### src/rtl/rv_pkg.sv
package rv_pkg;

  localparam int XLEN       = 64;
  localparam int IMEM_WORDS = 64;   // 32-bit words
  localparam int DMEM_WORDS = 32;   // doublewords
  localparam int IMEM_AW    = $clog2(IMEM_WORDS);
  localparam int DMEM_AW    = $clog2(DMEM_WORDS);

  localparam logic [6:0] OP_LOAD   = 7'b0000011;
  localparam logic [6:0] OP_STORE  = 7'b0100011;
  localparam logic [6:0] OP_IMM    = 7'b0010011;
  localparam logic [6:0] OP_REG    = 7'b0110011;
  localparam logic [6:0] OP_AUIPC  = 7'b0010111;
  localparam logic [6:0] OP_JAL    = 7'b1101111;
  localparam logic [6:0] OP_JALR   = 7'b1100111;
  localparam logic [6:0] OP_LUI    = 7'b0110111;
  localparam logic [6:0] OP_REG_W  = 7'b0111011;
  localparam logic [6:0] OP_IMM_W  = 7'b0011011;
  localparam logic [6:0] OP_BRANCH = 7'b1100011;

  localparam logic [2:0] F3_BEQ  = 3'b000;
  localparam logic [2:0] F3_BNE  = 3'b001;
  localparam logic [2:0] F3_BLT  = 3'b100;
  localparam logic [2:0] F3_BGE  = 3'b101;
  localparam logic [2:0] F3_BLTU = 3'b110;
  localparam logic [2:0] F3_BGEU = 3'b111;

  localparam logic [2:0] F3_LW  = 3'b010;   // also SW
  localparam logic [2:0] F3_LD  = 3'b011;   // also SD
  localparam logic [2:0] F3_LWU = 3'b110;

  localparam logic [2:0] F3_ADD  = 3'b000;
  localparam logic [2:0] F3_SLL  = 3'b001;
  localparam logic [2:0] F3_SLT  = 3'b010;
  localparam logic [2:0] F3_SLTU = 3'b011;
  localparam logic [2:0] F3_XOR  = 3'b100;
  localparam logic [2:0] F3_SR   = 3'b101;   // srl / sra
  localparam logic [2:0] F3_OR   = 3'b110;
  localparam logic [2:0] F3_AND  = 3'b111;

  typedef enum logic [1:0] {ALU_ADD, ALU_FUNCT, ALU_BRANCH} alu_op_e;
  typedef enum logic [1:0] {SEXT_NONE, SEXT_WORD, SEXT_SHIFT} sext_e;
  typedef enum logic [1:0] {WB_ALU, WB_MEM, WB_LINK} wb_sel_e;
  typedef enum logic [1:0] {A_REG, A_PC, A_ZERO} a_sel_e;

  typedef struct packed {
    logic [6:0] funct7;
    logic [4:0] rs2, rs1;
    logic [2:0] funct3;
    logic [4:0] rd;
    logic [6:0] opcode;
  } r_fmt_t;

  typedef struct packed {
    logic [11:0] imm;
    logic [4:0]  rs1;
    logic [2:0]  funct3;
    logic [4:0]  rd;
    logic [6:0]  opcode;
  } i_fmt_t;

  typedef struct packed {
    logic [6:0] imm_hi;
    logic [4:0] rs2, rs1;
    logic [2:0] funct3;
    logic [4:0] imm_lo;
    logic [6:0] opcode;
  } s_fmt_t;

  typedef struct packed {
    logic       imm_12;
    logic [5:0] imm_10_5;
    logic [4:0] rs2, rs1;
    logic [2:0] funct3;
    logic [3:0] imm_4_1;
    logic       imm_11;
    logic [6:0] opcode;
  } b_fmt_t;

  typedef struct packed {
    logic [19:0] imm;
    logic [4:0]  rd;
    logic [6:0]  opcode;
  } u_fmt_t;

  typedef struct packed {
    logic       imm_20;
    logic [9:0] imm_10_1;
    logic       imm_11;
    logic [7:0] imm_19_12;
    logic [4:0] rd;
    logic [6:0] opcode;
  } j_fmt_t;

  typedef union packed {
    r_fmt_t r;
    i_fmt_t i;
    s_fmt_t s;
    b_fmt_t b;
    u_fmt_t u;
    j_fmt_t j;
  } rv_instr_u;

endpackage

### src/rtl/rv_imm_gen.sv
`timescale 1ns/100ps

module rv_imm_gen
  import rv_pkg::*;
(
  input  rv_instr_u       instr,
  output logic [XLEN-1:0] imm
);

  always_comb begin
    case (instr.r.opcode)
      OP_LOAD, OP_IMM, OP_IMM_W, OP_JALR: begin
        imm = {{(XLEN-12){instr.i.imm[11]}}, instr.i.imm};
      end
      OP_STORE: begin
        imm = {{(XLEN-12){instr.s.imm_hi[6]}}, instr.s.imm_hi, instr.s.imm_lo};
      end
      OP_BRANCH: begin
        imm = {{(XLEN-12){instr.b.imm_12}}, instr.b.imm_11, instr.b.imm_10_5,
               instr.b.imm_4_1, 1'b0};
      end
      OP_LUI, OP_AUIPC: begin
        imm = {{(XLEN-32){instr.u.imm[19]}}, instr.u.imm, 12'b0};
      end
      OP_JAL: begin
        imm = {{(XLEN-20){instr.j.imm_20}}, instr.j.imm_19_12, instr.j.imm_11,
               instr.j.imm_10_1, 1'b0};
      end
      default: begin
        imm = '0;   // r-type and unknown
      end
    endcase
  end

endmodule

### config.mk
export PLATFORM = sky130hd
export DESIGN_NAME = rv_imm_gen
export DESIGN_NICKNAME = d
export VERILOG_FILES = /design/src/rtl/rv_pkg.sv /design/src/rtl/rv_imm_gen.sv
export SDC_FILE = /design/constraint.sdc
export NUM_CORES = 1
export LEC_CHECK = 0
export CAP_MARGIN = 5
export CORE_AREA = 5 5 44 46
export DETAILED_ROUTE_END_ITERATION = 16
export DIE_AREA = 0 0 49 51
export DONT_BUFFER_PORTS = 1
export PLACE_DENSITY = 0.69
export SLEW_MARGIN = 20
export SYNTH_ARGS = -nofsm -noshare
export SYNTH_HDL_FRONTEND = slang
export SYNTH_SLANG_ARGS = --single-unit
### constraint.sdc
create_clock -name vclk -period 2.72
set_input_delay 0.544 -clock vclk [all_inputs]
set_output_delay 0.544 -clock vclk [all_outputs]
set_load 0.03 [all_outputs]
==> flow_summary.toml <==
[final_layout]
seq_cells = 0
seq_area_um2 = 0
area_growth_pct = -9.42
diodes = 0
layout-drive-gt1-share = 0.547
layout.nets = 109
clkbuf_count = 0

[run_status]
status = "completed"

[die]
fp.dieArea_um2 = 2500
dieWidth_um = 49
ioPinCount = 96
initial_core_util = 0.514
die_y_um = 51
rows = 14
core-area_um2 = 1470

[grt]
grt.total_usage = 0.131
grt_pass1_wl_mm = 2.79
grt_max_degree = 12
overflow = 0
grt_pass1_vias = 594
antenna_found_initial = 0

[critical_path]
critPathLaunch = "instr[6]"
critPathMaxFanout = 10
path_cells = "or2_2 > nor4_2 > o31a_1 > a21o_4 > buf_12 > buf_16"
slowest_stage = "buf_16"
end_kind = "primary output"
critical_path_arrival_ns = 2.01
cp.depth = 6
max_stage_delay_ns = 0.34
cp-start-kind = "input port"
crit_end = "imm[31]"
critPathBufInv = 2
cp_top_family = "buffers and inverters"
critPathRequiredTime_ns = 2.18
worstSetupPathType = "in2out"

[clock_tree]
cts_setup_buffers = 0
cts_resized = 0
postCtsHoldBufs = 0

[power_and_ir_drop]
p_per_area_nw_per_um2 = 143
total_power_mw = 0.0983
ir_drop_mv = 0.0895
leakage_nw = 0.391

[sta]
rsz0062_at_grt = "false"
setup_violations = 0
timing.final.crit_share = 0.940
finalSetupTns_ns = 0
fmax_mhz = 391
drv_slew = 0
final-hold-violation-count = 0
hold_ws_ns = 1.28
period_minus_slack_ns = 2.56
slew_headroom = 0.752
tightest_slew_ns = 0.371

[detailed_routing]
drcViolationCount = 0
first_pass_iters = 4
finalWirelength_mm = 1.92
drt.antenna.violating_nets = 0
drt_iter0_markers = 18
post_drt_wl_per_cell_um = 21.1
viasPerCell = 6.79
num_vias = 618

[logic_synthesis]
synth_top_area_cell = "buf_4"
syn_area_um2 = 757
yosysSeqAreaShare = 0
yosysTopAreaCellShare = 0.327
synth_cells = 97
yosysUniqueCellTypes = 34
yosys_warnings = 0
avgSynthCellArea_um2 = 7.80
syn_nets = 129
synth.top_cells.by_area = "buf_4 (33%), a21o_2 (13%), a21o_1 (8.9%), and3_2 (6.0%), a22o_1 (4.6%)"

[min_path]
holdCritStartpoint = "instr[22]"
worstHoldPathType = "in2out"

[placed_design]
io_buffers = 0
dpl.hpwl_mm = 1.60
place.gp.congestion = 0.779

[run]
max-cap-violations = 0
==> power breakdown <==
| part | internal (mW) | switching (mW) | leakage [nW] | total [mW] |
|---|---|---|---|---|
| sequential | 0 | 0 | 0 | 0 |
| clock | 0 | 0 | 0 | 0 |
| combinational | 0.0294 | 0.0689 | 0.391 | 0.0983 |
| total | 0.0294 | 0.0689 | 0.391 | 0.0983 |
==> per-stage QoR <==
stage	area [um2]	std cells	utilization	setup WS, ns
floorplan	764	97	-	0.0875
global placement	668	91	0.454	0.0819
global route	686	91	0.466	0.0934
finish	686	91	0.466	0.162
CTS	668	91	0.454	0.0311
detailed placement	668	91	0.454	0.0325
==> cell usage after synthesis, drive strengths merged <==
cell type  number
buf            36
a21o           20
and3            8
a22o            4
nor3b           3
nor2            2
nor3            2
o21ai           2
a211oi          1
a21oi           1
a31oi           1
and2b           1
clkbuf          1
inv             1
nand2           1
nand3           1
nand3b          1
nand4b          1
nor2b           1
nor4            1
nor4b           1
o211ai          1
o21bai          1
o311ai          1
o31a            1
o31ai           1
or2             1
or4b            1
==> logic make-up (layout without fill, tap and decap cells) <==
group,count (synthesis),after routing,synth area share
buffers and inverters,38,16,0.374
AOI/OAI and AO/OA,34,34,0.377
and+or+nand+nor,25,25,0.250
==> cell usage in the layout, fill, tap and decap left out, drive strengths merged, types with 2 or more instances in the layout <==
cell type and n:
buf 15, nor3 2, and3 8, a22o 4
a21o 20, nor3b 3, nor2 2, o21ai 2
==> per-layer routing <==
metal | up-vias | share of wire | global-route usage
met5 | - | 0 | 0
met4 | 0 | 0.0099 | 0.0135
met3 | 2 | 0.15 | 0.0610
met2 | 55 | 0.52 | 0.265
met1 | 281 | 0.32 | 0.123
li1 | 280 | - | -
==> area by class of cell <==
cell class	instances	area [um2]
inverter	1	3.75
multi-input combinational	59	488
fill	137	786
timing repair buffer	15	174
tap	16	20.0
==> how the worst min path moves through the flow <==
stage / end / slack [ns] / cells past startpoint
5_1_grt: imm[23] / 1.29 / 1
2_1_floorplan: imm[20] / 1.28 / 1
4_1_cts: imm[24] / 1.28 / 1
3_3_place_gp: imm[25] / 1.28 / 1
6_report: imm[22] / 1.28 / 1
3_5_place_dp: imm[25] / 1.28 / 1
Power figures use the tool's default switching activity.
