==> config.mk <==
export PLATFORM = sky130hd
export DESIGN_NAME = rv_fetch
export DESIGN_NICKNAME = d
export VERILOG_FILES = /design/src/rtl/rv_pkg.sv /design/src/rtl/rv_fetch.sv
export SDC_FILE = /design/constraint.sdc
export NUM_CORES = 2
export LEC_CHECK = 0
export BUFFER_PORTS_ARGS = -buffer_cell sky130_fd_sc_hd__buf_2
export CAP_MARGIN = 20
export CORE_MARGIN = 2
export CORE_UTILIZATION = 54
export CTS_BUF_LIST = sky130_fd_sc_hd__clkbuf_4
export DETAILED_ROUTE_END_ITERATION = 6
export PLACE_DENSITY = 0.75
export SYNTH_ARGS = -nofsm -noshare
export SYNTH_HDL_FRONTEND = slang
export SYNTH_SLANG_ARGS = --single-unit
==> constraint.sdc <==
create_clock -name clk -period 6.6 [get_ports clk]
set_input_delay 0.66 -clock clk [delete_from_list [all_inputs] [get_ports clk]]
set_output_delay 0.66 -clock clk [all_outputs]
set_load 0.1 [all_outputs]
==> src/rtl/rv_pkg.sv <==
package rv_pkg;

  localparam int XLEN       = 64;
  localparam int IMEM_WORDS = 64;   // 32-bit words
  localparam int DMEM_WORDS = 32;   // doublewords
  localparam int IMEM_AW    = $clog2(IMEM_WORDS);
  localparam int DMEM_AW    = $clog2(DMEM_WORDS);

  localparam logic [6:0] OP_LOAD   = 7'b0000011;
  localparam logic [6:0] OP_STORE  = 7'b0100011;
  localparam logic [6:0] OP_IMM    = 7'b0010011;
  localparam logic [6:0] OP_REG    = 7'b0110011;
  localparam logic [6:0] OP_AUIPC  = 7'b0010111;
  localparam logic [6:0] OP_JAL    = 7'b1101111;
  localparam logic [6:0] OP_JALR   = 7'b1100111;
  localparam logic [6:0] OP_LUI    = 7'b0110111;
  localparam logic [6:0] OP_REG_W  = 7'b0111011;
  localparam logic [6:0] OP_IMM_W  = 7'b0011011;
  localparam logic [6:0] OP_BRANCH = 7'b1100011;

  localparam logic [2:0] F3_BEQ  = 3'b000;
  localparam logic [2:0] F3_BNE  = 3'b001;
  localparam logic [2:0] F3_BLT  = 3'b100;
  localparam logic [2:0] F3_BGE  = 3'b101;
  localparam logic [2:0] F3_BLTU = 3'b110;
  localparam logic [2:0] F3_BGEU = 3'b111;

  localparam logic [2:0] F3_LW  = 3'b010;   // also SW
  localparam logic [2:0] F3_LD  = 3'b011;   // also SD
  localparam logic [2:0] F3_LWU = 3'b110;

  localparam logic [2:0] F3_ADD  = 3'b000;
  localparam logic [2:0] F3_SLL  = 3'b001;
  localparam logic [2:0] F3_SLT  = 3'b010;
  localparam logic [2:0] F3_SLTU = 3'b011;
  localparam logic [2:0] F3_XOR  = 3'b100;
  localparam logic [2:0] F3_SR   = 3'b101;   // srl / sra
  localparam logic [2:0] F3_OR   = 3'b110;
  localparam logic [2:0] F3_AND  = 3'b111;

  typedef enum logic [1:0] {ALU_ADD, ALU_FUNCT, ALU_BRANCH} alu_op_e;
  typedef enum logic [1:0] {SEXT_NONE, SEXT_WORD, SEXT_SHIFT} sext_e;
  typedef enum logic [1:0] {WB_ALU, WB_MEM, WB_LINK} wb_sel_e;
  typedef enum logic [1:0] {A_REG, A_PC, A_ZERO} a_sel_e;

  typedef struct packed {
    logic [6:0] funct7;
    logic [4:0] rs2, rs1;
    logic [2:0] funct3;
    logic [4:0] rd;
    logic [6:0] opcode;
  } r_fmt_t;

  typedef struct packed {
    logic [11:0] imm;
    logic [4:0]  rs1;
    logic [2:0]  funct3;
    logic [4:0]  rd;
    logic [6:0]  opcode;
  } i_fmt_t;

  typedef struct packed {
    logic [6:0] imm_hi;
    logic [4:0] rs2, rs1;
    logic [2:0] funct3;
    logic [4:0] imm_lo;
    logic [6:0] opcode;
  } s_fmt_t;

  typedef struct packed {
    logic       imm_12;
    logic [5:0] imm_10_5;
    logic [4:0] rs2, rs1;
    logic [2:0] funct3;
    logic [3:0] imm_4_1;
    logic       imm_11;
    logic [6:0] opcode;
  } b_fmt_t;

  typedef struct packed {
    logic [19:0] imm;
    logic [4:0]  rd;
    logic [6:0]  opcode;
  } u_fmt_t;

  typedef struct packed {
    logic       imm_20;
    logic [9:0] imm_10_1;
    logic       imm_11;
    logic [7:0] imm_19_12;
    logic [4:0] rd;
    logic [6:0] opcode;
  } j_fmt_t;

  typedef union packed {
    r_fmt_t r;
    i_fmt_t i;
    s_fmt_t s;
    b_fmt_t b;
    u_fmt_t u;
    j_fmt_t j;
  } rv_instr_u;

endpackage

==> src/rtl/rv_fetch.sv <==
`timescale 1ns/100ps

module rv_fetch
  import rv_pkg::*;
(
  input  logic               clk,
  input  logic               rst_n,
  input  logic               run,
  input  logic               prog_we,
  input  logic [IMEM_AW-1:0] prog_addr,   // word address
  input  logic [31:0]        prog_data,
  input  logic [XLEN-1:0]    next_pc,
  output logic [XLEN-1:0]    pc,
  output rv_instr_u          instr
);

  logic [31:0] imem [IMEM_WORDS];

  always_ff @(posedge clk) begin
    if (!rst_n) begin
      pc <= '0;
    end else if (run) begin
      pc <= next_pc;
    end
  end

  always_ff @(posedge clk) begin
    if (prog_we && !run) begin   // loading only while held
      imem[prog_addr] <= prog_data;
    end
  end

  // zero word past the end decodes as a nop
  assign instr = (pc[XLEN-1:2] < IMEM_WORDS) ? imem[pc[IMEM_AW+1:2]] : 32'd0;

endmodule

==> results.cfg <==
[status]
status = complete, no violations

[cts]
post_cts_buffers = 0
cts_resized = 0
clkTransAtPathRegs_ns = 0.07
cts_num_sinks = 2118
postCtsHoldBufs = 178
root_buffer = clkbuf_4
cts_tree = built
clk_path_buf_depth = 4
cts-buffers-inserted = 530
clock_latency_ns = 1.31
htreeDepth = 6

[floorplanning]
core-area_um2 = 150000
io_pins = 202
row_count = 142
die_w_um = 393
dieArea_um2 = 154000
initial_core_util = 0.544
die_y_um = 393

[global_routing]
grt_usage = 0.286
grt_pass1_wl_mm = 309
antenna_found_initial = 15
grt_max_degree = 120
grt_pass1_vias = 44486
overflow = 0

[worst_setup_path]
r2r-end = pc[19]$_SDFFE_PN0P_
startpoint_type = flip-flop
cp_max_fo = 35
reg2reg_from = pc[19]$_SDFFE_PN0P_
arrival_ns = 5.33
cp-end-kind = output port
r2r_slack_ns = 4.65
crit_required_ns = 5.94
r2r_cells = 4
critical_path_class = reg -> out

[placement]
gp_congestion = 0.809
io_buffers = 201
dp_hpwl_mm = 115

[routing]
drtIter0Drc = 6406
wirelength_mm = 217
drc = 0
dr.pass1.iters = 6
via_per_inst = 6.34
ant_nets = 0
via_count = 43990
routedWlPerCell_um = 31.3

[worst_hold_path]
whs_path_depth = 1
hold_end = imem[8][25]$_DFFE_PP_
hold_start = prog_data[25]
hold_class = in -> reg

[yosys]
synth_area_leader_cell = edfxtp_1
synth-main-ff-cell = edfxtp_1
avgSynthCellArea_um2 = 22.0
yosys-top-cells-area = edfxtp_1 (75%), mux4_2 (14%), mux2i_1 (2.7%), dfxtp_1 (1.7%), nor2b_1 (0.60%)
postSynthCellCount = 3709
synth.top_cell.area_share = 0.754
synth_edf_count = 2048
synth_seq_cells = 2118
syn-cell-area_um2 = 81500
yosys_warnings = 0
ys_seq_area_frac = 0.771
yosysMostFrequentCell = edfxtp_1
synth_nets = 3815
async_flop_share = 0
synth_cell_types = 56
synthTopCellsByCount = edfxtp_1 (2048), mux4_2 (491), mux2i_1 (216), nand2_1 (106), nor2_1 (105)

[timing]
timing.fmax_mhz = 167
fin_setup_tns_ns = 0
fin_crit_sh = 0.908
finalSetupViolCount = 0
drv_slew = 0
final.setup_skew_ns = 0.0158
period_needed_ns = 5.99
worstMarginPinSlew_ns = 1.19
hold_viol_final = 0
slew_headroom = 0.203
rsz0062_at_grt = no

[power]
powerDensity_nw_per_um2 = 290
p_leak_nw = 30.5
ir_drop_uv = 203

[finish]
num-nets-final = 4682
final_util = 0.629
drive_above_1_share = 0.348
synthToLayoutAreaGrowth_pct = 15.6
n_fill_cell = 9974

[run]
maxCapViolCount = 0
cell families (layout without fill, tap and decap cells):
logic type	after synthesis	count (layout)	synth area share
and+or+nand+nor	385	385	0.0228
DFF	2118	2118	0.771
buffers and inverters	216	1424	0.0166
AOI/OAI and AO/OA	263	263	0.0224
other	0	8	0
muxes	727	727	0.167
stage by stage:
step	instances	cell area, um^2	total power, mW	setup WS, ns	hold slack [ns]
2_1_floorplan	3709	81500	16.1	1.63	0.759
3_3_place_gp	5839	85300	16.7	1.95	0.497
3_5_place_dp	5839	85300	16.7	1.92	0.511
4_1_cts	6890	93600	27.4	0.517	0.00359
5_1_grt	6939	94300	28.2	0.450	0.106
6_report	6941	94300	27.4	0.608	0.130
power by group:
| group | leakage, nW | internal (mW) | total [mW] | switching, mW |
|---|---|---|---|---|
| logic | 7.69 | 0.650 | 1.73 | 1.08 |
| registers | 19.0 | 14.8 | 14.9 | 0.0588 |
| clock network | 3.84 | 5.72 | 10.8 | 5.04 |
| total | 30.5 | 21.2 | 27.4 | 6.18 |
final cells by class:
type / instances / area, um^2 / area share
antenna: 8 / 20.0 / 0.000212
sequential: 2118 / 62900 / 0.667
multi-input combinational: 1375 / 17800 / 0.189
inverter: 5 / 20.0 / 0.000212
tap: 2016 / 2520 / 0.0268
clock buffer: 736 / 5530 / 0.0586
timing repair buffer: 546 / 4560 / 0.0484
clock inverter: 137 / 943 / 0.0100
state kept, by name (all words and copies together), names as in the netlist, named ones only:
| signal | count |
|---|---|
| imem | 2048 |
| pc | 64 |
worst max-delay path by stage:
| stage | to | depth (start not counted) | slack (ns) |
|---|---|---|---|
| finish | instr[14] | 6 | 0.61 |
| global route | instr[14] | 6 | 0.45 |
| floorplan | instr[14] | 6 | 1.63 |
| detailed placement | instr[14] | 6 | 1.92 |
| CTS | instr[14] | 6 | 0.52 |
| global placement | instr[14] | 6 | 1.95 |
critical path, stage by stage (launching register included):
cell and delay (ns):
dfxtp_4 0.87, buf_4 0.47, mux4_2 0.54, mux4_2 0.47
a211oi_1 0.99, a311oi_1 0.26, buf_2 0.41
layer usage:
layer  global-route usage  vias up  part of all wire
met2                0.445     3345              0.48
met4                0.131        4             0.043
li1                     -    17655                 -
met3               0.0695      579              0.12
met1                0.386    22407              0.35
met5                    0        -           0.00012
cells in the final DEF (no fill, tap or decap), drive strengths merged, types with 6 or more instances in the layout:
cell / Yosys / final
a2111oi: 12 / 12
a211oi: 23 / 23
a21oi: 52 / 52
a221oi: 11 / 11
a22oi: 44 / 44
a311oi: 10 / 10
a31oi: 21 / 21
and2: 18 / 18
and3: 8 / 8
buf: 135 / 347
bufinv: 0 / 15
clkbuf: 76 / 736
clkinv: 0 / 108
dfxtp: 70 / 70
diode: 0 / 8
dlygate4sd3: 0 / 198
edfxtp: 2048 / 2048
inv: 5 / 15
mux2: 10 / 10
mux2i: 216 / 216
mux4: 501 / 501
nand2: 106 / 106
nand2b: 6 / 6
nand3: 17 / 17
nand4: 6 / 6
nor2: 105 / 105
nor2b: 78 / 78
nor3: 13 / 13
nor4: 17 / 17
o21ai: 33 / 33
o22ai: 21 / 21
Power figures use the tool's default switching activity.
