## src/rtl/rv_pkg.sv

```systemverilog
package rv_pkg;

  localparam int XLEN       = 64;
  localparam int IMEM_WORDS = 64;   // 32-bit words
  localparam int DMEM_WORDS = 32;   // doublewords
  localparam int IMEM_AW    = $clog2(IMEM_WORDS);
  localparam int DMEM_AW    = $clog2(DMEM_WORDS);

  localparam logic [6:0] OP_LOAD   = 7'b0000011;
  localparam logic [6:0] OP_STORE  = 7'b0100011;
  localparam logic [6:0] OP_IMM    = 7'b0010011;
  localparam logic [6:0] OP_REG    = 7'b0110011;
  localparam logic [6:0] OP_AUIPC  = 7'b0010111;
  localparam logic [6:0] OP_JAL    = 7'b1101111;
  localparam logic [6:0] OP_JALR   = 7'b1100111;
  localparam logic [6:0] OP_LUI    = 7'b0110111;
  localparam logic [6:0] OP_REG_W  = 7'b0111011;
  localparam logic [6:0] OP_IMM_W  = 7'b0011011;
  localparam logic [6:0] OP_BRANCH = 7'b1100011;

  localparam logic [2:0] F3_BEQ  = 3'b000;
  localparam logic [2:0] F3_BNE  = 3'b001;
  localparam logic [2:0] F3_BLT  = 3'b100;
  localparam logic [2:0] F3_BGE  = 3'b101;
  localparam logic [2:0] F3_BLTU = 3'b110;
  localparam logic [2:0] F3_BGEU = 3'b111;

  localparam logic [2:0] F3_LW  = 3'b010;   // also SW
  localparam logic [2:0] F3_LD  = 3'b011;   // also SD
  localparam logic [2:0] F3_LWU = 3'b110;

  localparam logic [2:0] F3_ADD  = 3'b000;
  localparam logic [2:0] F3_SLL  = 3'b001;
  localparam logic [2:0] F3_SLT  = 3'b010;
  localparam logic [2:0] F3_SLTU = 3'b011;
  localparam logic [2:0] F3_XOR  = 3'b100;
  localparam logic [2:0] F3_SR   = 3'b101;   // srl / sra
  localparam logic [2:0] F3_OR   = 3'b110;
  localparam logic [2:0] F3_AND  = 3'b111;

  typedef enum logic [1:0] {ALU_ADD, ALU_FUNCT, ALU_BRANCH} alu_op_e;
  typedef enum logic [1:0] {SEXT_NONE, SEXT_WORD, SEXT_SHIFT} sext_e;
  typedef enum logic [1:0] {WB_ALU, WB_MEM, WB_LINK} wb_sel_e;
  typedef enum logic [1:0] {A_REG, A_PC, A_ZERO} a_sel_e;

  typedef struct packed {
    logic [6:0] funct7;
    logic [4:0] rs2, rs1;
    logic [2:0] funct3;
    logic [4:0] rd;
    logic [6:0] opcode;
  } r_fmt_t;

  typedef struct packed {
    logic [11:0] imm;
    logic [4:0]  rs1;
    logic [2:0]  funct3;
    logic [4:0]  rd;
    logic [6:0]  opcode;
  } i_fmt_t;

  typedef struct packed {
    logic [6:0] imm_hi;
    logic [4:0] rs2, rs1;
    logic [2:0] funct3;
    logic [4:0] imm_lo;
    logic [6:0] opcode;
  } s_fmt_t;

  typedef struct packed {
    logic       imm_12;
    logic [5:0] imm_10_5;
    logic [4:0] rs2, rs1;
    logic [2:0] funct3;
    logic [3:0] imm_4_1;
    logic       imm_11;
    logic [6:0] opcode;
  } b_fmt_t;

  typedef struct packed {
    logic [19:0] imm;
    logic [4:0]  rd;
    logic [6:0]  opcode;
  } u_fmt_t;

  typedef struct packed {
    logic       imm_20;
    logic [9:0] imm_10_1;
    logic       imm_11;
    logic [7:0] imm_19_12;
    logic [4:0] rd;
    logic [6:0] opcode;
  } j_fmt_t;

  typedef union packed {
    r_fmt_t r;
    i_fmt_t i;
    s_fmt_t s;
    b_fmt_t b;
    u_fmt_t u;
    j_fmt_t j;
  } rv_instr_u;

endpackage

```

## src/rtl/rv_ctrl_if.sv

```systemverilog
`timescale 1ns/100ps

interface rv_ctrl_if
  import rv_pkg::*;
();

  logic       alu_src;        // 0 rs2, 1 imm
  a_sel_e     a_sel;
  alu_op_e    alu_op;
  sext_e      sext;
  logic [2:0] funct3;
  logic       reg_w;
  wb_sel_e    wb_sel;
  logic       mem_r;
  logic       mem_w;
  logic       redirect;       // take branch / jump target
  logic       redirect_reg;   // target is rs1+imm

  modport control (output alu_src, a_sel, alu_op, sext, funct3, reg_w, wb_sel,
                   output mem_r, mem_w, redirect, redirect_reg);
  modport datapath (input alu_src, a_sel, alu_op, sext, funct3, reg_w, wb_sel,
                    input mem_w, redirect, redirect_reg);
  modport memory (input funct3, mem_r, mem_w);

endinterface

```

## src/rtl/rv_dmem.sv

```systemverilog
`timescale 1ns/100ps

module rv_dmem
  import rv_pkg::*;
(
  input  logic            clk,
  input  logic            run,
  rv_ctrl_if.memory       ctrl,
  input  logic [XLEN-1:0] addr,
  input  logic [XLEN-1:0] wdata,
  output logic [XLEN-1:0] rdata
);

  logic [XLEN-1:0]    mem [DMEM_WORDS];
  logic [DMEM_AW-1:0] idx;
  logic               in_range;
  logic [XLEN-1:0]    dword;
  logic [31:0]        word;
  logic [XLEN-1:0]    merged;

  assign idx      = addr[DMEM_AW+2:3];
  assign in_range = (addr[XLEN-1:3] < DMEM_WORDS);
  assign dword    = in_range ? mem[idx] : '0;
  assign word     = addr[2] ? dword[XLEN-1:32] : dword[31:0];   // addr bit 2 picks the half

  always_comb begin
    if (!ctrl.mem_r) begin
      rdata = '0;
    end else if (ctrl.funct3 == F3_LD) begin
      rdata = dword;
    end else if (ctrl.funct3 == F3_LWU) begin
      rdata = {{(XLEN-32){1'b0}}, word};
    end else begin
      rdata = {{(XLEN-32){word[31]}}, word};
    end
  end

  always_comb begin
    merged = dword;
    if (ctrl.funct3 == F3_LD) begin
      merged = wdata;
    end else if (addr[2]) begin
      merged[XLEN-1:32] = wdata[31:0];
    end else begin
      merged[31:0] = wdata[31:0];
    end
  end

  always_ff @(posedge clk) begin
    if (run && ctrl.mem_w && in_range) begin
      mem[idx] <= merged;
    end
  end

endmodule

```

## src/flat_wrapper.sv

```systemverilog
// flat-port wrapper written by rule: the top's interface ports become plain ports
module rv_dmem_flat import rv_pkg::*;
  (clk, run, addr, wdata, rdata, ctrl_funct3, ctrl_mem_r, ctrl_mem_w);
  rv_ctrl_if ctrl_i ();
  input  logic clk;
  input  logic run;
  input  logic [XLEN-1:0] addr;
  input  logic [XLEN-1:0] wdata;
  output logic [XLEN-1:0] rdata;
  input wire logic [$bits(ctrl_i.funct3)-1:0] ctrl_funct3;
  input wire logic [$bits(ctrl_i.mem_r)-1:0] ctrl_mem_r;
  input wire logic [$bits(ctrl_i.mem_w)-1:0] ctrl_mem_w;
  assign ctrl_i.funct3 = ctrl_funct3;
  assign ctrl_i.mem_r = ctrl_mem_r;
  assign ctrl_i.mem_w = ctrl_mem_w;
  rv_dmem u_core (.clk(clk), .run(run), .ctrl(ctrl_i), .addr(addr), .wdata(wdata), .rdata(rdata));
endmodule
```

## config.mk

```make
export PLATFORM = sky130hd
export DESIGN_NAME = rv_dmem_flat
export DESIGN_NICKNAME = d
export VERILOG_FILES = /design/src/rtl/rv_pkg.sv /design/src/rtl/rv_ctrl_if.sv /design/src/rtl/rv_dmem.sv /design/src/flat_wrapper.sv
export SDC_FILE = /design/constraint.sdc
export NUM_CORES = 2
export LEC_CHECK = 0
export BUFFER_PORTS_ARGS = -buffer_cell sky130_fd_sc_hd__buf_2
export CAP_MARGIN = 20
export CORE_MARGIN = 1
export CORE_UTILIZATION = 40
export DETAILED_ROUTE_END_ITERATION = 8
export PLACE_DENSITY = 0.6
export SLEW_MARGIN = 40
export SYNTH_ARGS = -nofsm -noshare
export SYNTH_HDL_FRONTEND = slang
export SYNTH_SLANG_ARGS = --single-unit
```

## constraint.sdc

```tcl
create_clock -name clk -period 5.7 [get_ports clk]
set_clock_uncertainty 0.15 [all_clocks]
set_input_delay 0 -clock clk [delete_from_list [all_inputs] [get_ports clk]]
set_output_delay 0 -clock clk [all_outputs]
set_load 0.01 [all_outputs]
```

==> results.yml <==
clock_network:
  clk_latency_ns: 0.86
  cts.sinks: 2048
  cts_buffer_depth: 3
  cts.clk_slew.worst_paths_ns: 0.06
  numCtsBuffers: 204
  cts_tree: "yes"
  root_buffer: "clkbuf_16"
  h-tree-depth: 4
  cts_resized: 0
layout:
  fin_util_pct: 46.7
  drive_gt1_share_pct: 30.9
  largest_register: "u_core.mem"
  area_growth_pct: 15.8
  largest_reg_flops: 2048
  top_regs: "u_core.mem: 2048 flops"
  final_nets: 4122
  fin_area_mm2: 0.0911
placed_design:
  placed_cell_area_mm2: 0.0841
  io_buffers: 196
  place_ws_ns: 1.40
  finalWeightedCongestion: 0.830
  dp_hpwl_um: 125000
synth:
  dominantRegCellSynth: "edfxtp_1"
  syn_area_mm2: 0.0787
  yosys-top-cells-count: "2,048 x edfxtp_1, 508 x mux4_2, 258 x o22ai_1, 208 x nor2_1, 89 x clkbuf_1"
  ys_ff_latch: 2048
  ys_top_cells_by_area: "edfxtp_1 78%, mux4_2 15%, o22ai_1 2.1%"
  synthCells: 3578
  synth_edf_count: 2048
  synthArstFlopShare_pct: 0
  syn_nets: 3713
  synth_top_area_cell: "edfxtp_1"
  syn_area_per_cell_um2: 22.0
  synth.most_common_cell: "edfxtp_1"
  seq_area_frac_synth_pct: 78.1
  ys_types: 37
  synth_warnings: 0
  yosysTopAreaCellShare_pct: 78.1
global_routing:
  track_usage_pct: 23.2
  grt_pass1_vias: 40500
  grt_max_degree: 86
  antenna_found_initial: 17
  grt_overflow: 0
  grt_first_pass_wirelength_um: 320000
sta:
  fmax_mhz: 271
  grt_setup_unrepaired: "no"
  setup_ws_ns: 2.01
  setup_viol: 0
  tns_ns: 0
  hold_viol: 0
  tightest_slew_ns: 0.914
  fin_crit_sh_pct: 64.7
  layout_min_cycle_time_ns: 3.69
  finalMaxSlewViolations: 0
  relSlewSlack_pct: 38.9
detailed_routing:
  first_iter_violations: 5798
  avgViaCountPerCell: 5.97
  drc_errors: 0
  vias: 40600
  ant_nets: 0
  finalWirelength_um: 231000
  first_pass_iters: 5
  wire_per_inst_um: 34.0
hold_path:
  hp-class: "primary input to register"
  hold_end: "u_core.mem[26][45]"
  hold_start: "addr[2]"
  hold_depth: 4
floorplan:
  pin_count: 199
  fp.coreArea_mm2: 0.195
  rows: 162
  die_w_um: 446
  die_h_um: 446
  start_util_pct: 40.3
  die_area_mm2: 0.199
pwr:
  ir_drop_v: 0.000352
  p_total_mw: 30.8
  p_leak_nw: 25.9
  power_density_mw_per_mm2: 338
critical_path:
  worstRegToRegCells: 8
  worstSetupPathType: "register to output pin"
  r2r-end: "u_core.mem[6][46]"
  reg2reg_setup_slack_ns: 2.66
  cp_max_fo: 32
  required_ns: 5.55
  end_kind: "output pin"
  critPathLaunchType: "register"
  r2r_start: "u_core.mem[3][46]"
  crit_arrival_ns: 3.54
outcome:
  status: "finished clean"
job:
  maxCapViolCount: 0
==> what timing repair did <==
item / in CTS / in global routing
setup buffers: 0 / 0
hold buffers: 64 / 3
hold endpoints to repair: 1952 / 96
==> metrics by stage <==
step	instances	hold slack [ns]
global placement	6327	0.411
global route	6789	0.0692
detailed placement	6334	0.420
CTS	6776	0.00339
finish	6789	0.0940
floorplan	3578	0.0731
==> layout by cell type (no fill, tap or decap), types with 6 or more instances in the layout <==
cell type,Yosys,layout
clkbuf_16,0,204
o21ai_1,2,12
buf_4,33,112
o21ai_0,64,32
edfxtp_1,2048,2048
a21oi_1,32,31
o21a_2,0,29
mux4_2,508,508
o21ai_4,0,21
buf_2,57,195
buf_12,0,36
o22ai_1,258,253
nor4_1,17,17
nor2_4,0,33
clkinv_2,0,48
dlygate4sd3_1,0,65
diode_2,0,6
nand3_1,65,63
nand2_1,38,35
o21a_1,50,21
a211oi_2,30,30
clkbuf_1,89,40
clkinv_1,0,55
bufinv_16,0,11
nor2_1,208,174
buf_6,23,9
==> power by group <==
part | internal [mW] | switching [mW] | total (mW)
Clock | 7.08 | 5.69 | 12.8
Combinational | 0.491 | 0.887 | 1.38
Sequential | 16.7 | 0 | 16.7
==> worst max-delay path, cell delays in order (launching register included) <==
cell	delay (ns)
edfxtp_1	0.33
mux4_1	0.21
nor2_1	0.04
nor4_1	0.46
nand3_1	0.32
o211a_4	0.55
a211oi_2	0.55
buf_2	0.24
==> cell type report <==
cell class,instances,area (um2)
sequential,2048,61500
clock buffer,244,5260
timing repair buffer,424,3420
multi-input combinational,1305,16600
clock inverter,134,1030
inverter,4,15.0
tap,2624,3280
antenna,6,15.0
fill,16000,104000
==> routing by layer <==
layer  track usage [%]  vias to the layer above  wire (um)
met2              36.8                     2078     111000
met4              11.1                        8      12100
met1              31.5                    22000      90700
met5                 0                        -         47
li1                  -                    16100          -
met3              3.55                      418      17000
==> worst max path at each step <==
stage	end	startpoint
after floorplan	u_core.mem[0][0]	addr[60]
after global placement	u_core.mem[22][60]	addr[4]
after detailed placement	u_core.mem[13][60]	addr[4]
after CTS	rdata[35]	u_core.mem[0][31]
after global routing	rdata[33]	u_core.mem[7][31]
final	rdata[33]	u_core.mem[0][31]
==> kinds of logic after synthesis <==
kind of cell    count (synthesis)  share of synthesized area, %
compound gates                443                          3.71
buf+inv                       225                          1.55
flops                        2048                          78.1
mux                           512                          14.7
simple gates                  350                          1.94
No activity file was read; power rests on OpenSTA's default activity.
