===== src/rtl/rv_pkg.sv =====
package rv_pkg;

  localparam int XLEN       = 64;
  localparam int IMEM_WORDS = 64;   // 32-bit words
  localparam int DMEM_WORDS = 32;   // doublewords
  localparam int IMEM_AW    = $clog2(IMEM_WORDS);
  localparam int DMEM_AW    = $clog2(DMEM_WORDS);

  localparam logic [6:0] OP_LOAD   = 7'b0000011;
  localparam logic [6:0] OP_STORE  = 7'b0100011;
  localparam logic [6:0] OP_IMM    = 7'b0010011;
  localparam logic [6:0] OP_REG    = 7'b0110011;
  localparam logic [6:0] OP_AUIPC  = 7'b0010111;
  localparam logic [6:0] OP_JAL    = 7'b1101111;
  localparam logic [6:0] OP_JALR   = 7'b1100111;
  localparam logic [6:0] OP_LUI    = 7'b0110111;
  localparam logic [6:0] OP_REG_W  = 7'b0111011;
  localparam logic [6:0] OP_IMM_W  = 7'b0011011;
  localparam logic [6:0] OP_BRANCH = 7'b1100011;

  localparam logic [2:0] F3_BEQ  = 3'b000;
  localparam logic [2:0] F3_BNE  = 3'b001;
  localparam logic [2:0] F3_BLT  = 3'b100;
  localparam logic [2:0] F3_BGE  = 3'b101;
  localparam logic [2:0] F3_BLTU = 3'b110;
  localparam logic [2:0] F3_BGEU = 3'b111;

  localparam logic [2:0] F3_LW  = 3'b010;   // also SW
  localparam logic [2:0] F3_LD  = 3'b011;   // also SD
  localparam logic [2:0] F3_LWU = 3'b110;

  localparam logic [2:0] F3_ADD  = 3'b000;
  localparam logic [2:0] F3_SLL  = 3'b001;
  localparam logic [2:0] F3_SLT  = 3'b010;
  localparam logic [2:0] F3_SLTU = 3'b011;
  localparam logic [2:0] F3_XOR  = 3'b100;
  localparam logic [2:0] F3_SR   = 3'b101;   // srl / sra
  localparam logic [2:0] F3_OR   = 3'b110;
  localparam logic [2:0] F3_AND  = 3'b111;

  typedef enum logic [1:0] {ALU_ADD, ALU_FUNCT, ALU_BRANCH} alu_op_e;
  typedef enum logic [1:0] {SEXT_NONE, SEXT_WORD, SEXT_SHIFT} sext_e;
  typedef enum logic [1:0] {WB_ALU, WB_MEM, WB_LINK} wb_sel_e;
  typedef enum logic [1:0] {A_REG, A_PC, A_ZERO} a_sel_e;

  typedef struct packed {
    logic [6:0] funct7;
    logic [4:0] rs2, rs1;
    logic [2:0] funct3;
    logic [4:0] rd;
    logic [6:0] opcode;
  } r_fmt_t;

  typedef struct packed {
    logic [11:0] imm;
    logic [4:0]  rs1;
    logic [2:0]  funct3;
    logic [4:0]  rd;
    logic [6:0]  opcode;
  } i_fmt_t;

  typedef struct packed {
    logic [6:0] imm_hi;
    logic [4:0] rs2, rs1;
    logic [2:0] funct3;
    logic [4:0] imm_lo;
    logic [6:0] opcode;
  } s_fmt_t;

  typedef struct packed {
    logic       imm_12;
    logic [5:0] imm_10_5;
    logic [4:0] rs2, rs1;
    logic [2:0] funct3;
    logic [3:0] imm_4_1;
    logic       imm_11;
    logic [6:0] opcode;
  } b_fmt_t;

  typedef struct packed {
    logic [19:0] imm;
    logic [4:0]  rd;
    logic [6:0]  opcode;
  } u_fmt_t;

  typedef struct packed {
    logic       imm_20;
    logic [9:0] imm_10_1;
    logic       imm_11;
    logic [7:0] imm_19_12;
    logic [4:0] rd;
    logic [6:0] opcode;
  } j_fmt_t;

  typedef union packed {
    r_fmt_t r;
    i_fmt_t i;
    s_fmt_t s;
    b_fmt_t b;
    u_fmt_t u;
    j_fmt_t j;
  } rv_instr_u;

endpackage


===== src/rtl/rv_ctrl_if.sv =====
`timescale 1ns/100ps

interface rv_ctrl_if
  import rv_pkg::*;
();

  logic       alu_src;        // 0 rs2, 1 imm
  a_sel_e     a_sel;
  alu_op_e    alu_op;
  sext_e      sext;
  logic [2:0] funct3;
  logic       reg_w;
  wb_sel_e    wb_sel;
  logic       mem_r;
  logic       mem_w;
  logic       redirect;       // take branch / jump target
  logic       redirect_reg;   // target is rs1+imm

  modport control (output alu_src, a_sel, alu_op, sext, funct3, reg_w, wb_sel,
                   output mem_r, mem_w, redirect, redirect_reg);
  modport datapath (input alu_src, a_sel, alu_op, sext, funct3, reg_w, wb_sel,
                    input mem_w, redirect, redirect_reg);
  modport memory (input funct3, mem_r, mem_w);

endinterface


===== src/rtl/rv_control.sv =====
`timescale 1ns/100ps

module rv_control
  import rv_pkg::*;
(
  input  rv_instr_u       instr,
  input  logic [XLEN-1:0] rs1_val,
  input  logic [XLEN-1:0] rs2_val,
  rv_ctrl_if.control      ctrl
);

  logic [2:0] f3;
  logic       taken;

  assign f3          = instr.r.funct3;
  assign ctrl.funct3 = f3;

  always_comb begin
    case (f3)
      F3_BEQ:  taken = (rs1_val == rs2_val);
      F3_BNE:  taken = (rs1_val != rs2_val);
      F3_BLT:  taken = ($signed(rs1_val) < $signed(rs2_val));
      F3_BGE:  taken = ($signed(rs1_val) >= $signed(rs2_val));
      F3_BLTU: taken = (rs1_val < rs2_val);
      F3_BGEU: taken = (rs1_val >= rs2_val);
      default: taken = 1'b0;   // 010 / 011 are not branches
    endcase
  end

  always_comb begin
    ctrl.alu_src      = 1'b0;
    ctrl.a_sel        = A_REG;
    ctrl.alu_op       = ALU_ADD;
    ctrl.sext         = SEXT_NONE;
    ctrl.reg_w        = 1'b0;
    ctrl.wb_sel       = WB_ALU;
    ctrl.mem_r        = 1'b0;
    ctrl.mem_w        = 1'b0;
    ctrl.redirect     = 1'b0;
    ctrl.redirect_reg = 1'b0;
    case (instr.r.opcode)
      OP_LOAD: begin
        ctrl.alu_src = 1'b1;
        ctrl.reg_w   = 1'b1;
        ctrl.wb_sel  = WB_MEM;
        ctrl.mem_r   = 1'b1;
      end
      OP_STORE: begin
        ctrl.alu_src = 1'b1;
        ctrl.mem_w   = 1'b1;
      end
      OP_IMM, OP_REG: begin
        ctrl.alu_src = (instr.r.opcode == OP_IMM);
        ctrl.alu_op  = ALU_FUNCT;
        ctrl.reg_w   = 1'b1;
      end
      OP_IMM_W, OP_REG_W: begin
        ctrl.alu_src = (instr.r.opcode == OP_IMM_W);
        ctrl.alu_op  = ALU_FUNCT;
        ctrl.reg_w   = 1'b1;
        ctrl.sext    = (f3 == F3_SR) ? SEXT_SHIFT : SEXT_WORD;   // srlw/sraw shift 32 bits
      end
      OP_LUI, OP_AUIPC: begin
        ctrl.alu_src = 1'b1;
        ctrl.a_sel   = (instr.r.opcode == OP_LUI) ? A_ZERO : A_PC;
        ctrl.reg_w   = 1'b1;
      end
      OP_JAL, OP_JALR: begin
        ctrl.alu_src      = 1'b1;
        ctrl.a_sel        = (instr.r.opcode == OP_JAL) ? A_PC : A_REG;
        ctrl.reg_w        = 1'b1;
        ctrl.wb_sel       = WB_LINK;
        ctrl.redirect     = 1'b1;
        ctrl.redirect_reg = (instr.r.opcode == OP_JALR);
      end
      OP_BRANCH: begin
        ctrl.alu_op   = ALU_BRANCH;
        ctrl.redirect = taken;
      end
      default: begin
        ctrl.reg_w = 1'b0;   // unknown opcode behaves as a nop
      end
    endcase
  end

endmodule


===== src/flat_wrapper.sv =====
// flat-port wrapper written by rule: the top's interface ports become plain ports
module rv_control_flat import rv_pkg::*;
  (instr, rs1_val, rs2_val, ctrl_alu_src, ctrl_a_sel, ctrl_alu_op, ctrl_sext, ctrl_funct3, ctrl_reg_w, ctrl_wb_sel, ctrl_mem_r, ctrl_mem_w, ctrl_redirect, ctrl_redirect_reg);
  rv_ctrl_if ctrl_i ();
  input  rv_instr_u instr;
  input  logic [XLEN-1:0] rs1_val;
  input  logic [XLEN-1:0] rs2_val;
  output wire logic [$bits(ctrl_i.alu_src)-1:0] ctrl_alu_src;
  output wire logic [$bits(ctrl_i.a_sel)-1:0] ctrl_a_sel;
  output wire logic [$bits(ctrl_i.alu_op)-1:0] ctrl_alu_op;
  output wire logic [$bits(ctrl_i.sext)-1:0] ctrl_sext;
  output wire logic [$bits(ctrl_i.funct3)-1:0] ctrl_funct3;
  output wire logic [$bits(ctrl_i.reg_w)-1:0] ctrl_reg_w;
  output wire logic [$bits(ctrl_i.wb_sel)-1:0] ctrl_wb_sel;
  output wire logic [$bits(ctrl_i.mem_r)-1:0] ctrl_mem_r;
  output wire logic [$bits(ctrl_i.mem_w)-1:0] ctrl_mem_w;
  output wire logic [$bits(ctrl_i.redirect)-1:0] ctrl_redirect;
  output wire logic [$bits(ctrl_i.redirect_reg)-1:0] ctrl_redirect_reg;
  assign ctrl_alu_src = ctrl_i.alu_src;
  assign ctrl_a_sel = ctrl_i.a_sel;
  assign ctrl_alu_op = ctrl_i.alu_op;
  assign ctrl_sext = ctrl_i.sext;
  assign ctrl_funct3 = ctrl_i.funct3;
  assign ctrl_reg_w = ctrl_i.reg_w;
  assign ctrl_wb_sel = ctrl_i.wb_sel;
  assign ctrl_mem_r = ctrl_i.mem_r;
  assign ctrl_mem_w = ctrl_i.mem_w;
  assign ctrl_redirect = ctrl_i.redirect;
  assign ctrl_redirect_reg = ctrl_i.redirect_reg;
  rv_control u_core (.instr(instr), .rs1_val(rs1_val), .rs2_val(rs2_val), .ctrl(ctrl_i));
endmodule

===== config.mk =====
export PLATFORM = sky130hd
export DESIGN_NAME = rv_control_flat
export DESIGN_NICKNAME = d
export VERILOG_FILES = /design/src/rtl/rv_pkg.sv /design/src/rtl/rv_ctrl_if.sv /design/src/rtl/rv_control.sv /design/src/flat_wrapper.sv
export SDC_FILE = /design/constraint.sdc
export NUM_CORES = 1
export LEC_CHECK = 0
export ABC_AREA = 1
export CORE_AREA = 2 2 70 72
export DETAILED_ROUTE_END_ITERATION = 10
export DIE_AREA = 0 0 72 74
export DONT_BUFFER_PORTS = 1
export SLEW_MARGIN = 25
export SYNTH_ARGS = -nofsm -noshare
export SYNTH_HDL_FRONTEND = slang
export SYNTH_SLANG_ARGS = --single-unit
export TNS_END_PERCENT = 50

===== constraint.sdc =====
create_clock -name vclk -period 3.2
set_clock_uncertainty 0.05 [all_clocks]
set_input_delay 0.96 -clock vclk [all_inputs]
set_output_delay 0.96 -clock vclk [all_outputs]
set_load 0.01 [all_outputs]

==> implementation parameters <==
Parameter                              Value

Outcome
  Status    finished, violations left
  Violated checks    negative setup slack

Global routing
  Global route total overflow    0
  Global-route total usage across every layer    about 14%
  Number of global-route vias before repair    roughly 1800
  Wire length of the first global-routing pass    6279 µm
  Maximum number of pins on one net before global-route repair    6
  Antenna violations before repair    0

Route
  DR vias    between 2000 and 2500
  Number of search-and-repair iterations in the first detailed-routing pass    4
  DRC violations left    0
  Mean number of vias per cell    roughly 5
  WL per Instance    11.64 µm
  Number of nets with antenna violations after detailed routing    0
  Number of DRC violations after detailed-routing iteration 0    22
  Final wirelength    around 4700 µm

Worst setup path
  Highest fanout seen on the critical path    2
  Startpoint type of the worst setup path    input pin
  Endpoint kind of the worst setup timing path    output port
  Arrival time at the worst endpoint    2.47 ns
  Critical path type    in2out
  Beginning of the critical path    rs2_val[37]
  Endpoint required time on the critical path    approximately 2.2 ns

STA
  Final clock period utilization by the worst path    108.8%
  Peak Freq    about 0.29 GHz
  Tmin final    between 3 and 4 ns
  Unrepaired setup endpoints after global routing    true
  Final worst setup slack    -0.2810 ns
  Final setup fails    1
  Number of max-slew violations in the final report    0
  Worst slew pin tran    roughly 0.37 ns
  Post-route setup TNS    -0.2810 ns
  Worst rel slew slack    about 75%
  Final Hold Fails    0

Placed design
  HPWL after detailed placement    3849 µm
  Routability congestion estimate    0.7496
  Inst Count DP    402
  Port Buffers    0

Logic synthesis
  Leading cell type by number of instances after synthesis    sky130_fd_sc_hd__inv_1
  Synth unique cells    21
  Area of the mapped netlist    about 0.0020 mm²
  Dominant cells by area after synthesis    sky130_fd_sc_hd__ha_1 (40%), sky130_fd_sc_hd__inv_1 (18%), sky130_fd_sc_hd__nand2_1 (14%)
  Count of yosys warnings during synthesis    0
  Share of the yosys chip area belonging to registers    0%
  Post-Synthesis Mean Instance Area    around 6 µm²
  Synth cell count leaders    sky130_fd_sc_hd__inv_1 (94), sky130_fd_sc_hd__nand2_1 (77), sky130_fd_sc_hd__ha_1 (64)
  Dominant cell type by area after synthesis    sky130_fd_sc_hd__ha_1
  Syn Nets    about 570
  Synthesized instance count    344
  Fraction of synthesized cell area taken by the top area cell type    39.83%

Flow run
  Maxcap violations    0

Pwr
  Internal power of the cells    about 0.14 mW
  Part of the power in the clock network    0%
  Static leakage power    about 1.5 nW
  Power density over the cells    111.8 mW/mm²
  Fraction of power consumed by sequential logic    0%
  Proportion of power drawn by combinational gates    100.0%
  IR Drop Worst-Case VDD    0.04562 mV
  Fraction of power spent switching nets    between 50% and 60%
  Net switching power figure    roughly 0.15 mW

Clock network
  Number of hold-repair buffers added at the cts stage    0

Die
  Starting density of the core    between 40% and 50%
  Floorplan die area    0.005328 mm²
  Top-Level Pins    approximately 180
  Core area    between 0.004 and 0.005 mm²
  Die outline height    74 µm
  Site Rows    25
  Horizontal extent of the die    72 µm

Final layout
  Area occupied by registers    0 µm²
  Layout Nets    between 500 and 600
  Filler instances    roughly 460
  Fraction of final layout cells with drive strength greater than 1    roughly a quarter
  Final Instance Count excl. Fillers    404
  Number of antenna diodes    0
  Area of the multi-input gates    a little over 0.002 mm²
  Layout sequential cell count    0
  Area added between synthesis and finish    27.44%
  Number of clock-tree buffers in the layout    0
  Core utilization of the finished layout    55.73%

Hold path
  Class of the most critical hold timing path    in2out
  Startpoint of the worst hold path    instr[13]
-- cell families after synthesis --
family	after synthesis	share of synthesized area [%]
buffers and inverters	98	19.04
and+or+nand+nor	134	28.13
adders and majority gates	64	39.83
AOI/OAI and AO/OA	48	13.01
-- routing by layer --
layer	share of wire, %	wire length (µm)	up-vias	track usage (%)
met5	0	0	-	0
met2	54	2519	90	29.01
met4	0.62	29	0	0.8386
met1	38	1809	839	14.68
li1	-	-	1097	-
met3	7.3	344	4	2.304
-- power by group through the flow --
stage | combinational, mW | sequential (mW) | clock (mW)
detailed placement | 0.210 | 0 | 0
finish | 0.287 | 0 | 0
global placement | 0.206 | 0 | 0
CTS | 0.224 | 0 | 0
global route | 0.336 | 0 | 0
floorplan | 0.173 | 0 | 0
-- area by class of cell --
cell class | count | area share [%]
repair buffers | 10 | 2.930
inverters | 94 | 14.75
multi-input cells | 246 | 79.69
well taps | 54 | 2.637
-- repair_timing --
action | 4_1_cts | 5_1_grt
cloned | 0 | 0
pin swaps | 15 | 37
setup buffers | 1 | 1
endpoints found under the hold margin | 0 | 0
endpoints found under the setup margin | 1 | 1
resized for setup | 25 | 70
-- cell usage in the layout (no fill, tap or decap), types with 3 or more instances in the layout --
cell type and n:
sky130_fd_sc_hd__a21oi_2 8, sky130_fd_sc_hd__nand4_1 4, sky130_fd_sc_hd__o21a_1 4, sky130_fd_sc_hd__nor2_1 23, sky130_fd_sc_hd__o21ai_1 4, sky130_fd_sc_hd__nor2_4 4, sky130_fd_sc_hd__ha_1 45, sky130_fd_sc_hd__nand2_1 60
sky130_fd_sc_hd__nand2_2 12, sky130_fd_sc_hd__inv_4 3, sky130_fd_sc_hd__nand2_4 5, sky130_fd_sc_hd__nand3_1 7, sky130_fd_sc_hd__inv_2 9, sky130_fd_sc_hd__a21oi_1 23, sky130_fd_sc_hd__nand3_2 3, sky130_fd_sc_hd__nor2_2 6
sky130_fd_sc_hd__o21ai_0 4, sky130_fd_sc_hd__inv_1 80, sky130_fd_sc_hd__buf_4 10, sky130_fd_sc_hd__ha_4 19, sky130_fd_sc_hd__nor3_1 5
-- per-stage QoR --
stage                     area [µm²]  total power [mW]  hold WS (ns)  setup WS (ns)
final                           2562            0.2866         1.870        -0.2810
after floorplan                 2011            0.1729         1.920        -0.1500
after global routing            2562            0.3358         1.870        -0.3950
after detailed placement        2108            0.2098         1.870        -0.3867
after global placement          2108            0.2056         1.870        -0.3999
after CTS                       2222            0.2244         1.870        -0.3674
-- worst paths after layout --
check,end,slack (ns),depth (start not counted)
worst max-delay path,ctrl_redirect,-0.28,15
worst min-delay path,ctrl_funct3[1],1.87,0
-- critical path, cell delays in order --
cell and delay (ns):
sky130_fd_sc_hd__inv_1 0.04, sky130_fd_sc_hd__ha_4 0.26, sky130_fd_sc_hd__nand2_1 0.06, sky130_fd_sc_hd__nor2_2 0.13
sky130_fd_sc_hd__nand4_1 0.13, sky130_fd_sc_hd__nor2_2 0.16, sky130_fd_sc_hd__nand2_2 0.10, sky130_fd_sc_hd__nor2_4 0.12
sky130_fd_sc_hd__a21oi_2 0.07, sky130_fd_sc_hd__nand2_1 0.06, sky130_fd_sc_hd__nand2_1 0.04, sky130_fd_sc_hd__nor2_1 0.10
sky130_fd_sc_hd__nand3_1 0.09, sky130_fd_sc_hd__nand2_1 0.08, sky130_fd_sc_hd__nand2_2 0.07
Power figures use the tool's default switching activity.
